`src/rv_div_op_pkg.sv`:
```
// instruction-level divide types; RV64 only, opcode values 9 to 15 are not defined
package rv_div_op_pkg;

  // architectural register width
  localparam int unsigned xlen = 64;
  localparam int unsigned half = xlen / 2;

  // ------------------------------------------------------------
  // opcode encoding, as driven by decode
  // ------------------------------------------------------------
  typedef enum logic [3:0] {
    NONE  = 4'd0,
    DIV   = 4'd1,
    DIVU  = 4'd2,
    REM   = 4'd3,
    REMU  = 4'd4,
    DIVW  = 4'd5,
    DIVUW = 4'd6,
    REMW  = 4'd7,
    REMUW = 4'd8
  } div_op_e;

  // request payload, rs1 is the dividend and rs2 the divisor
  typedef struct packed {
    div_op_e          op;
    logic [xlen-1:0]  dividend;
    logic [xlen-1:0]  divisor;
  } div_req_t;

  // ------------------------------------------------------------
  // result word
  // ------------------------------------------------------------
  typedef struct packed {
    logic [half-1:0] hi;
    logic [half-1:0] lo;
  } div_half_t;

  // same bits seen as a doubleword or as two words
  typedef union packed {
    logic [xlen-1:0] d;
    div_half_t       w;
  } div_word_u;

  typedef struct packed {
    div_word_u result;
  } div_resp_t;

  // sign and select flags carried from prep to fixup
  typedef struct packed {
    logic       q_neg;
    logic       r_neg;
    logic       word;
    logic       rem_sel;
    // spare, kept at zero
    logic [1:0] rsvd;
  } div_fix_t;

endpackage

```
`src/div_core_pkg.sv`:
```
// datapath types for the unsigned core; struct widths are fixed at the register width
package div_core_pkg;

  // magnitude width seen by the core
  localparam int unsigned dp_width = rv_div_op_pkg::xlen;

  // ------------------------------------------------------------
  // core command and result
  // ------------------------------------------------------------
  // unsigned magnitudes only
  typedef struct packed {
    logic [dp_width-1:0] dividend;
    logic [dp_width-1:0] divisor;
  } div_cmd_t;

  typedef struct packed {
    logic [dp_width-1:0] quotient;
    logic [dp_width-1:0] remainder;
  } div_core_out_t;

  // ------------------------------------------------------------
  // core sequencing
  // ------------------------------------------------------------
  // DONE lasts exactly one cycle
  typedef enum logic [1:0] {
    IDLE = 2'd0,
    RUN  = 2'd1,
    DONE = 2'd2
  } core_state_e;

endpackage

```
`src/div_operand_prep.sv`:
```
// request decode; no back-pressure, a request while busy or with op NONE is ignored
`timescale 1ns/1ps

module div_operand_prep (
  input  logic                     clk,
  input  logic                     reset,
  input  logic                     req_valid,
  input  rv_div_op_pkg::div_req_t  req,
  input  logic                     fake,
  input  logic                     busy,
  output logic                     cmd_valid,
  output div_core_pkg::div_cmd_t   cmd,
  output rv_div_op_pkg::div_fix_t  fix,
  output logic                     fake_ack
);

  localparam int unsigned xlen = rv_div_op_pkg::xlen;
  localparam int unsigned half = rv_div_op_pkg::half;

  logic            signed_op;
  logic            word_op;
  logic            rem_op;
  logic [xlen-1:0] a_ext;
  logic [xlen-1:0] b_ext;
  logic            a_neg;
  logic            b_neg;

  // ------------------------------------------------------------
  // opcode classes
  // ------------------------------------------------------------
  always_comb begin
    signed_op = 1'b0;
    word_op   = 1'b0;
    rem_op    = 1'b0;
    case (req.op)
      rv_div_op_pkg::DIV:   signed_op = 1'b1;
      rv_div_op_pkg::REM: begin
        signed_op = 1'b1;
        rem_op    = 1'b1;
      end
      rv_div_op_pkg::REMU:  rem_op = 1'b1;
      rv_div_op_pkg::DIVW: begin
        signed_op = 1'b1;
        word_op   = 1'b1;
      end
      rv_div_op_pkg::DIVUW: word_op = 1'b1;
      rv_div_op_pkg::REMW: begin
        signed_op = 1'b1;
        word_op   = 1'b1;
        rem_op    = 1'b1;
      end
      rv_div_op_pkg::REMUW: begin
        word_op = 1'b1;
        rem_op  = 1'b1;
      end
      // DIVU and undefined codes divide unsigned
      default: ;
    endcase
  end

  // word ops keep the low half, sign or zero extended
  assign a_ext = word_op ? {{half{signed_op & req.dividend[half-1]}}, req.dividend[half-1:0]}
                         : req.dividend;
  assign b_ext = word_op ? {{half{signed_op & req.divisor[half-1]}}, req.divisor[half-1:0]}
                         : req.divisor;

  assign a_neg = signed_op & a_ext[xlen-1];
  assign b_neg = signed_op & b_ext[xlen-1];

  // two's-complement magnitudes; the most negative value maps onto itself
  assign cmd.dividend = a_neg ? (~a_ext + 1'b1) : a_ext;
  assign cmd.divisor  = b_neg ? (~b_ext + 1'b1) : b_ext;

  // ------------------------------------------------------------
  // sign restore flags
  // ------------------------------------------------------------
  // no quotient negate with a zero operand, so x/0 stays all ones
  assign fix.q_neg   = (a_neg ^ b_neg) & (|a_ext) & (|b_ext);
  // remainder follows the dividend
  assign fix.r_neg   = a_neg;
  assign fix.word    = word_op;
  assign fix.rem_sel = rem_op;
  assign fix.rsvd    = 2'b00;

  // start strobe and fake bypass
  assign cmd_valid = req_valid & (req.op != rv_div_op_pkg::NONE) & ~fake & ~busy;
  assign fake_ack  = req_valid & fake;

endmodule

```
`src/div_radix4_core.sv`:
```
// unsigned radix-4 divider; one division at a time, data_width must be even and match dp_width
`timescale 1ns/1ps

module div_radix4_core #(
  parameter int unsigned data_width = 64
) (
  input  logic                        clk,
  input  logic                        reset,
  input  logic                        cmd_valid,
  input  div_core_pkg::div_cmd_t      cmd,
  output logic                        busy,
  output logic                        done,
  output div_core_pkg::div_core_out_t out
);

  // two quotient bits retired per step
  localparam int unsigned steps = data_width / 2;
  localparam int unsigned cnt_w = $clog2(steps + 1);

  div_core_pkg::core_state_e state_q;
  logic [cnt_w-1:0]          cnt_q;

  // quo_q starts as the dividend and fills with digits from the bottom
  logic [data_width-1:0]     quo_q;
  logic [data_width-1:0]     rem_q;
  logic [data_width-1:0]     dsr_q;

  logic                      step_en;
  logic [data_width-1:0]     rem_src;
  logic [data_width-1:0]     dvd_src;
  logic [data_width-1:0]     dsr_src;
  logic [data_width+1:0]     shifted;
  logic [data_width+1:0]     d1;
  logic [data_width+1:0]     d2;
  logic [data_width+1:0]     d3;
  logic [data_width+1:0]     diff;
  logic [1:0]                digit;
  logic [data_width-1:0]     rem_nxt;
  logic [data_width-1:0]     quo_nxt;

  // ------------------------------------------------------------
  // one radix-4 step
  // ------------------------------------------------------------
  // the load edge already performs the first step
  assign rem_src = cmd_valid ? '0 : rem_q;
  assign dvd_src = cmd_valid ? cmd.dividend : quo_q;
  assign dsr_src = cmd_valid ? cmd.divisor : dsr_q;

  // next two dividend bits into the partial remainder
  assign shifted = {rem_src, dvd_src[data_width-1 -: 2]};

  // divisor multiples, 3x fits in two extra bits
  assign d1 = {2'b00, dsr_src};
  assign d2 = {1'b0, dsr_src, 1'b0};
  assign d3 = d1 + d2;

  // largest multiple that fits
  // zero divisor always takes digit 3 and passes the dividend through
  always_comb begin
    if (shifted >= d3) begin
      digit = 2'd3;
      diff  = shifted - d3;
    end else if (shifted >= d2) begin
      digit = 2'd2;
      diff  = shifted - d2;
    end else if (shifted >= d1) begin
      digit = 2'd1;
      diff  = shifted - d1;
    end else begin
      digit = 2'd0;
      diff  = shifted;
    end
  end

  // remainder stays below the divisor, top bits drop out
  assign rem_nxt = diff[data_width-1:0];
  assign quo_nxt = {dvd_src[data_width-3:0], digit};

  // ------------------------------------------------------------
  // sequencing
  // ------------------------------------------------------------
  // cnt_q counts steps already done
  always_ff @(posedge clk) begin
    if (reset) begin
      state_q <= div_core_pkg::IDLE;
      cnt_q   <= '0;
    end else begin
      case (state_q)
        div_core_pkg::IDLE: begin
          if (cmd_valid) begin
            state_q <= div_core_pkg::RUN;
            cnt_q   <= cnt_w'(1);
          end
        end
        div_core_pkg::RUN: begin
          cnt_q <= cnt_q + 1'b1;
          if (cnt_q == cnt_w'(steps - 1)) begin
            state_q <= div_core_pkg::DONE;
          end
        end
        div_core_pkg::DONE: begin
          state_q <= div_core_pkg::IDLE;
        end
        default: state_q <= div_core_pkg::IDLE;
      endcase
    end
  end

  assign step_en = cmd_valid | (state_q == div_core_pkg::RUN);

  // datapath registers
  always_ff @(posedge clk) begin
    if (step_en) begin
      quo_q <= quo_nxt;
      rem_q <= rem_nxt;
      dsr_q <= dsr_src;
    end
  end

  assign busy = (state_q != div_core_pkg::IDLE);
  assign done = (state_q == div_core_pkg::DONE);

  // valid only while done is high
  assign out.quotient  = quo_q;
  assign out.remainder = rem_q;

endmodule

```
`src/div_result_fixup.sv`:
```
// sign restore and word extension; flags are taken at acceptance, one division in flight
`timescale 1ns/1ps

module div_result_fixup (
  input  logic                        clk,
  input  logic                        reset,
  input  logic                        cmd_valid,
  input  rv_div_op_pkg::div_fix_t     fix_in,
  input  logic                        done,
  input  div_core_pkg::div_core_out_t core_out,
  output logic                        resp_valid,
  output rv_div_op_pkg::div_resp_t    resp
);

  localparam int unsigned xlen = rv_div_op_pkg::xlen;
  localparam int unsigned half = rv_div_op_pkg::half;

  rv_div_op_pkg::div_fix_t  fix_q;
  logic [xlen-1:0]          quo_s;
  logic [xlen-1:0]          rem_s;
  rv_div_op_pkg::div_word_u sel;
  rv_div_op_pkg::div_word_u res;

  // flags of the division in flight
  always_ff @(posedge clk) begin
    if (reset) begin
      fix_q <= '0;
    end else if (cmd_valid) begin
      fix_q <= fix_in;
    end
  end

  // ------------------------------------------------------------
  // sign restore and select
  // ------------------------------------------------------------
  assign quo_s = fix_q.q_neg ? (~core_out.quotient + 1'b1) : core_out.quotient;
  assign rem_s = fix_q.r_neg ? (~core_out.remainder + 1'b1) : core_out.remainder;

  assign sel.d = fix_q.rem_sel ? rem_s : quo_s;

  // word ops read the low-word view and sign-extend it
  always_comb begin
    if (fix_q.word) begin
      res.w.hi = {half{sel.w.lo[half-1]}};
      res.w.lo = sel.w.lo;
    end else begin
      res.d = sel.d;
    end
  end

  // ------------------------------------------------------------
  // response register
  // ------------------------------------------------------------
  always_ff @(posedge clk) begin
    if (reset) begin
      resp_valid <= 1'b0;
    end else begin
      resp_valid <= done;
    end
  end

  // held until the next result
  always_ff @(posedge clk) begin
    if (done) begin
      resp.result <= res;
    end
  end

endmodule

```
`src/div_unit.sv`:
```
// RV64 divide unit; no back-pressure, watch busy, a request while busy gets no response
`timescale 1ns/1ps

module div_unit #(
  parameter int unsigned data_width = rv_div_op_pkg::xlen
) (
  input  logic                     clk,
  input  logic                     reset,
  input  logic                     req_valid,
  input  rv_div_op_pkg::div_req_t  req,
  input  logic                     fake,
  output logic                     busy,
  output logic                     resp_valid,
  output rv_div_op_pkg::div_resp_t resp,
  output logic                     fake_ack
);

  // ------------------------------------------------------------
  // internal links
  // ------------------------------------------------------------
  logic                        cmd_valid;
  div_core_pkg::div_cmd_t      cmd;
  rv_div_op_pkg::div_fix_t     fix;
  logic                        core_done;
  div_core_pkg::div_core_out_t core_out;

  // decode, magnitudes, fake bypass
  div_operand_prep u_prep (
    .clk       (clk),
    .reset     (reset),
    .req_valid (req_valid),
    .req       (req),
    .fake      (fake),
    .busy      (busy),
    .cmd_valid (cmd_valid),
    .cmd       (cmd),
    .fix       (fix),
    .fake_ack  (fake_ack)
  );

  // unsigned iterative divide
  div_radix4_core #(
    .data_width (data_width)
  ) u_core (
    .clk       (clk),
    .reset     (reset),
    .cmd_valid (cmd_valid),
    .cmd       (cmd),
    .busy      (busy),
    .done      (core_done),
    .out       (core_out)
  );

  // signs, word extension, response
  div_result_fixup u_fixup (
    .clk        (clk),
    .reset      (reset),
    .cmd_valid  (cmd_valid),
    .fix_in     (fix),
    .done       (core_done),
    .core_out   (core_out),
    .resp_valid (resp_valid),
    .resp       (resp)
  );

endmodule

```
`config.mk`:
```
export PLATFORM = sky130hd
export DESIGN_NAME = div_unit
export DESIGN_NICKNAME = d
export VERILOG_FILES = /design/src/rv_div_op_pkg.sv /design/src/div_core_pkg.sv /design/src/div_operand_prep.sv /design/src/div_radix4_core.sv /design/src/div_result_fixup.sv /design/src/div_unit.sv
export SDC_FILE = /design/constraint.sdc
export NUM_CORES = 2
export LEC_CHECK = 0
export BUFFER_PORTS_ARGS = -buffer_cell sky130_fd_sc_hd__buf_2
export CAP_MARGIN = 20
export CORE_ASPECT_RATIO = 1.4
export CORE_MARGIN = 2
export CORE_UTILIZATION = 42
export DETAILED_ROUTE_END_ITERATION = 8
export HOLD_SLACK_MARGIN = 0.08
export PLACE_DENSITY = 0.66
export SLEW_MARGIN = 25
export SYNTH_ARGS = -nofsm -noshare
export SYNTH_HDL_FRONTEND = slang
export SYNTH_SLANG_ARGS = --single-unit
```
`constraint.sdc`:
```
create_clock -name clk -period 16.05 [get_ports clk]
set_input_delay 1.605 -clock clk [delete_from_list [all_inputs] [get_ports clk]]
set_output_delay 1.605 -clock clk [all_outputs]
set_load 0.05 [all_outputs]
```
==> qor.yml <==
outcome:
  status: "complete, no violations"
critical_path:
  setup.worst_path.class: "input port to register"
  crit_required_ps: 16380
  critPathMaxStageDelay_ps: 760
  critPathTopFamily: "compound AO/OA/AOI/OAI gates"
  cp.arrival_ps: 12400
  worst-path-max-fanout: 38
  end_kind: "register"
  cp_common_cell: "a21oi_1"
  path_buf_inv: 3
  reg2reg_depth: 31
  cp-start-kind: "input port"
  cp.depth: 33
  cp_slowest_cell: "o211ai_1"
global_routing:
  antenna_found_initial: 2
  first_global_vias: 34093
  grt_pass1_wl_mm: 209
  grt_use_total: 0.324
  overflow: 0
  grt_start_max_net_pins: 122
place:
  dpl.hpwl_mm: 112
  place_inst: 5615
  io_buffer_count: 202
  gp_congestion: 1.02
  dp_slack_ps: 3750
timing:
  fin_crit_sh: 0.752
  fmax_mhz: 82.8
  min_period_ps: 12070
  tightestPinTransition_ps: 1130
  report.final.setup_viol: 0
  setup_ws_ps: 3980
  hold_violations: 0
  drv_slew: 0
  rsz0062_at_grt: "no"
  fin_tns_setup_ps: 0
  finClkSkew_ps: 24.2
  max_slew_margin: 0.240
logic_synthesis:
  synth_area_sq_um: 34400
  synth-main-ff-cell: "edfxtp_1"
  async_flop_share: 0
  synthCells: 4529
  yosys_warnings: 0
  synth.distinct_cells: 96
  synth_fp_nets: 4931
  synth-edff-count: 256
  ys_seq_elements: 269
  ys_seq_area_frac: 0.231
  syn_avg_cell_area_sq_um: 7.60
die:
  start_util: 0.422
  die_w_um: 246
  rows: 124
  io_pins: 203
  die-area_sq_um: 84300
  die_h_um: 343
  core_sq_um: 81500
clock_network:
  clkLatencyLatePin_ps: 580
  hold_buffers: 0
  cts-buffers-inserted: 34
  cts_sinks: 269
  cts_tree: "done"
  clk_pin_slew_ps: 60
  ctsResizeCount: 0
  cts_setup_buffers: 0
  cts_root_buf: "clkbuf_16"
  clock_path_buffers: 3
  h-tree-depth: 2
finish:
  mostFrequentLayoutCells: "nand2_1 (567), a21oi_1 (490), o21ai_0 (362), nor2_1 (337), ha_1 (262)"
  instances_no_fill: 5688
  fill_cells: 8275
  utilization: 0.459
  layout.nets: 4982
  final_common_cell: "nand2_1"
  syn2layout_area_growth_pct: 8.73
  drive_gt1_frac: 0.0834
hold_path:
  hold_path_class: "register to register"
  whs_path_depth: 2
detailed_routing:
  final_antenna_net_count: 0
  vias: 35952
  via_per_inst: 6.32
  firstDrtPassIters: 5
  drtIter0Drc: 3225
  post-route-drc-count: 0
  wl_per_cell_um: 24.8
  wl_mm: 141
job:
  maxCapViolCount: 0
pwr:
  irDropWorstVdd_mv: 0.109
  leakagePower_nw: 15.1
  powerDensity_nw_per_um2: 210
==> flip-flops by register name (all words and copies together), names as in the netlist <==
signal / flops
u_core.dsr_q: 64
u_core.cnt_q: 6
u_fixup.resp_valid: 1
u_core.state_q: 2
u_core.quo_q: 64
u_fixup.fix_q: 4
u_fixup.resp: 64
u_core.rem_q: 64
==> final timing paths <==
path	endpoint	slack (ps)	from
setup / recovery	u_core.rem_q[16]$_DFFE_PP_	3980	req[130]
hold reg to reg	u_core.cnt_q[5]$_SDFFE_PP0P_	480	u_core.cnt_q[5]$_SDFFE_PP0P_
hold / removal	u_core.cnt_q[5]$_SDFFE_PP0P_	480	u_core.cnt_q[5]$_SDFFE_PP0P_
setup reg to reg	u_core.rem_q[16]$_DFFE_PP_	5890	u_core.state_q[0]$_SDFFE_PP0P_
==> per-stage QoR <==
stage	hold WS (ps)	power [mW]	cell area, sq um
2_1_floorplan	447	5.19	34400
3_3_place_gp	457	6.87	36300
3_5_place_dp	466	6.86	36300
4_1_cts	479	7.68	37400
5_1_grt	526	8.30	37400
6_report	482	7.84	37400
==> cell usage after synthesis (35+ instances only) <==
master | instances | share of area
xor2_1 | 199 | 0.051
a21o_1 | 156 | 0.034
nor2b_1 | 42 | 0.0076
ha_1 | 262 | 0.095
o41ai_1 | 35 | 0.0089
nand4_1 | 68 | 0.012
edfxtp_1 | 256 | 0.22
o31ai_1 | 65 | 0.014
o21ai_1 | 44 | 0.0064
a21oi_1 | 490 | 0.071
nor2_1 | 340 | 0.037
nor3_1 | 75 | 0.011
or3_1 | 36 | 0.0065
o21ai_0 | 362 | 0.053
xnor2_1 | 253 | 0.064
a31oi_1 | 57 | 0.010
and2_1 | 72 | 0.013
nor4_1 | 43 | 0.0078
nand2_1 | 568 | 0.062
clkbuf_1 | 201 | 0.022
o21bai_1 | 48 | 0.010
nand3_1 | 88 | 0.013
and3_1 | 38 | 0.0069
nand2b_1 | 56 | 0.010
mux2i_1 | 50 | 0.015
inv_1 | 161 | 0.018
o21a_1 | 40 | 0.0087
==> where the power goes <==
part	internal [mW]	switching [mW]	total, mW
registers	1.04	0.221	1.26
clock network	0.433	0.353	0.786
logic	2.14	3.66	5.80
==> tightest hold or removal path, stage by stage, from the launching register on <==
cell,delay [ps]
dfxtp_1,320
nand3_1,60
a21oi_1,50
==> routing by layer <==
| metal | routed length (um) | part of all wire | global-route usage |
|---|---|---|---|
| met5 | 27 | 0.00019 | 0 |
| met4 | 9580 | 0.068 | 0.196 |
| met3 | 11400 | 0.081 | 0.0457 |
| met2 | 64900 | 0.46 | 0.540 |
| met1 | 54900 | 0.39 | 0.395 |
==> cells by family (layout without fill, tap and decap cells) <==
kind of cell,after synthesis,in the layout,synth area share
flops,269,269,0.231
simple gates,1532,1532,0.212
xor+xnor,452,452,0.115
fa+ha+maj,266,266,0.0976
buf+inv,398,473,0.0442
other cells,0,13,0
compound gates,1536,1536,0.277
mux,76,76,0.0231
==> area by class of cell <==
cell class                      instances  area, sq um  area share
Multi-Input combinational cell       3862        25000       0.669
Sequential cell                       269         7950       0.213
Timing Repair Buffer                  249         1380      0.0368
Tap cell                             1071         1340      0.0358
Clock buffer                           39          891      0.0238
Inverter                              164          616      0.0165
Clock inverter                         21          168     0.00448
Antenna cell                           13         32.5    0.000870
Power figures use the tool's default switching activity.
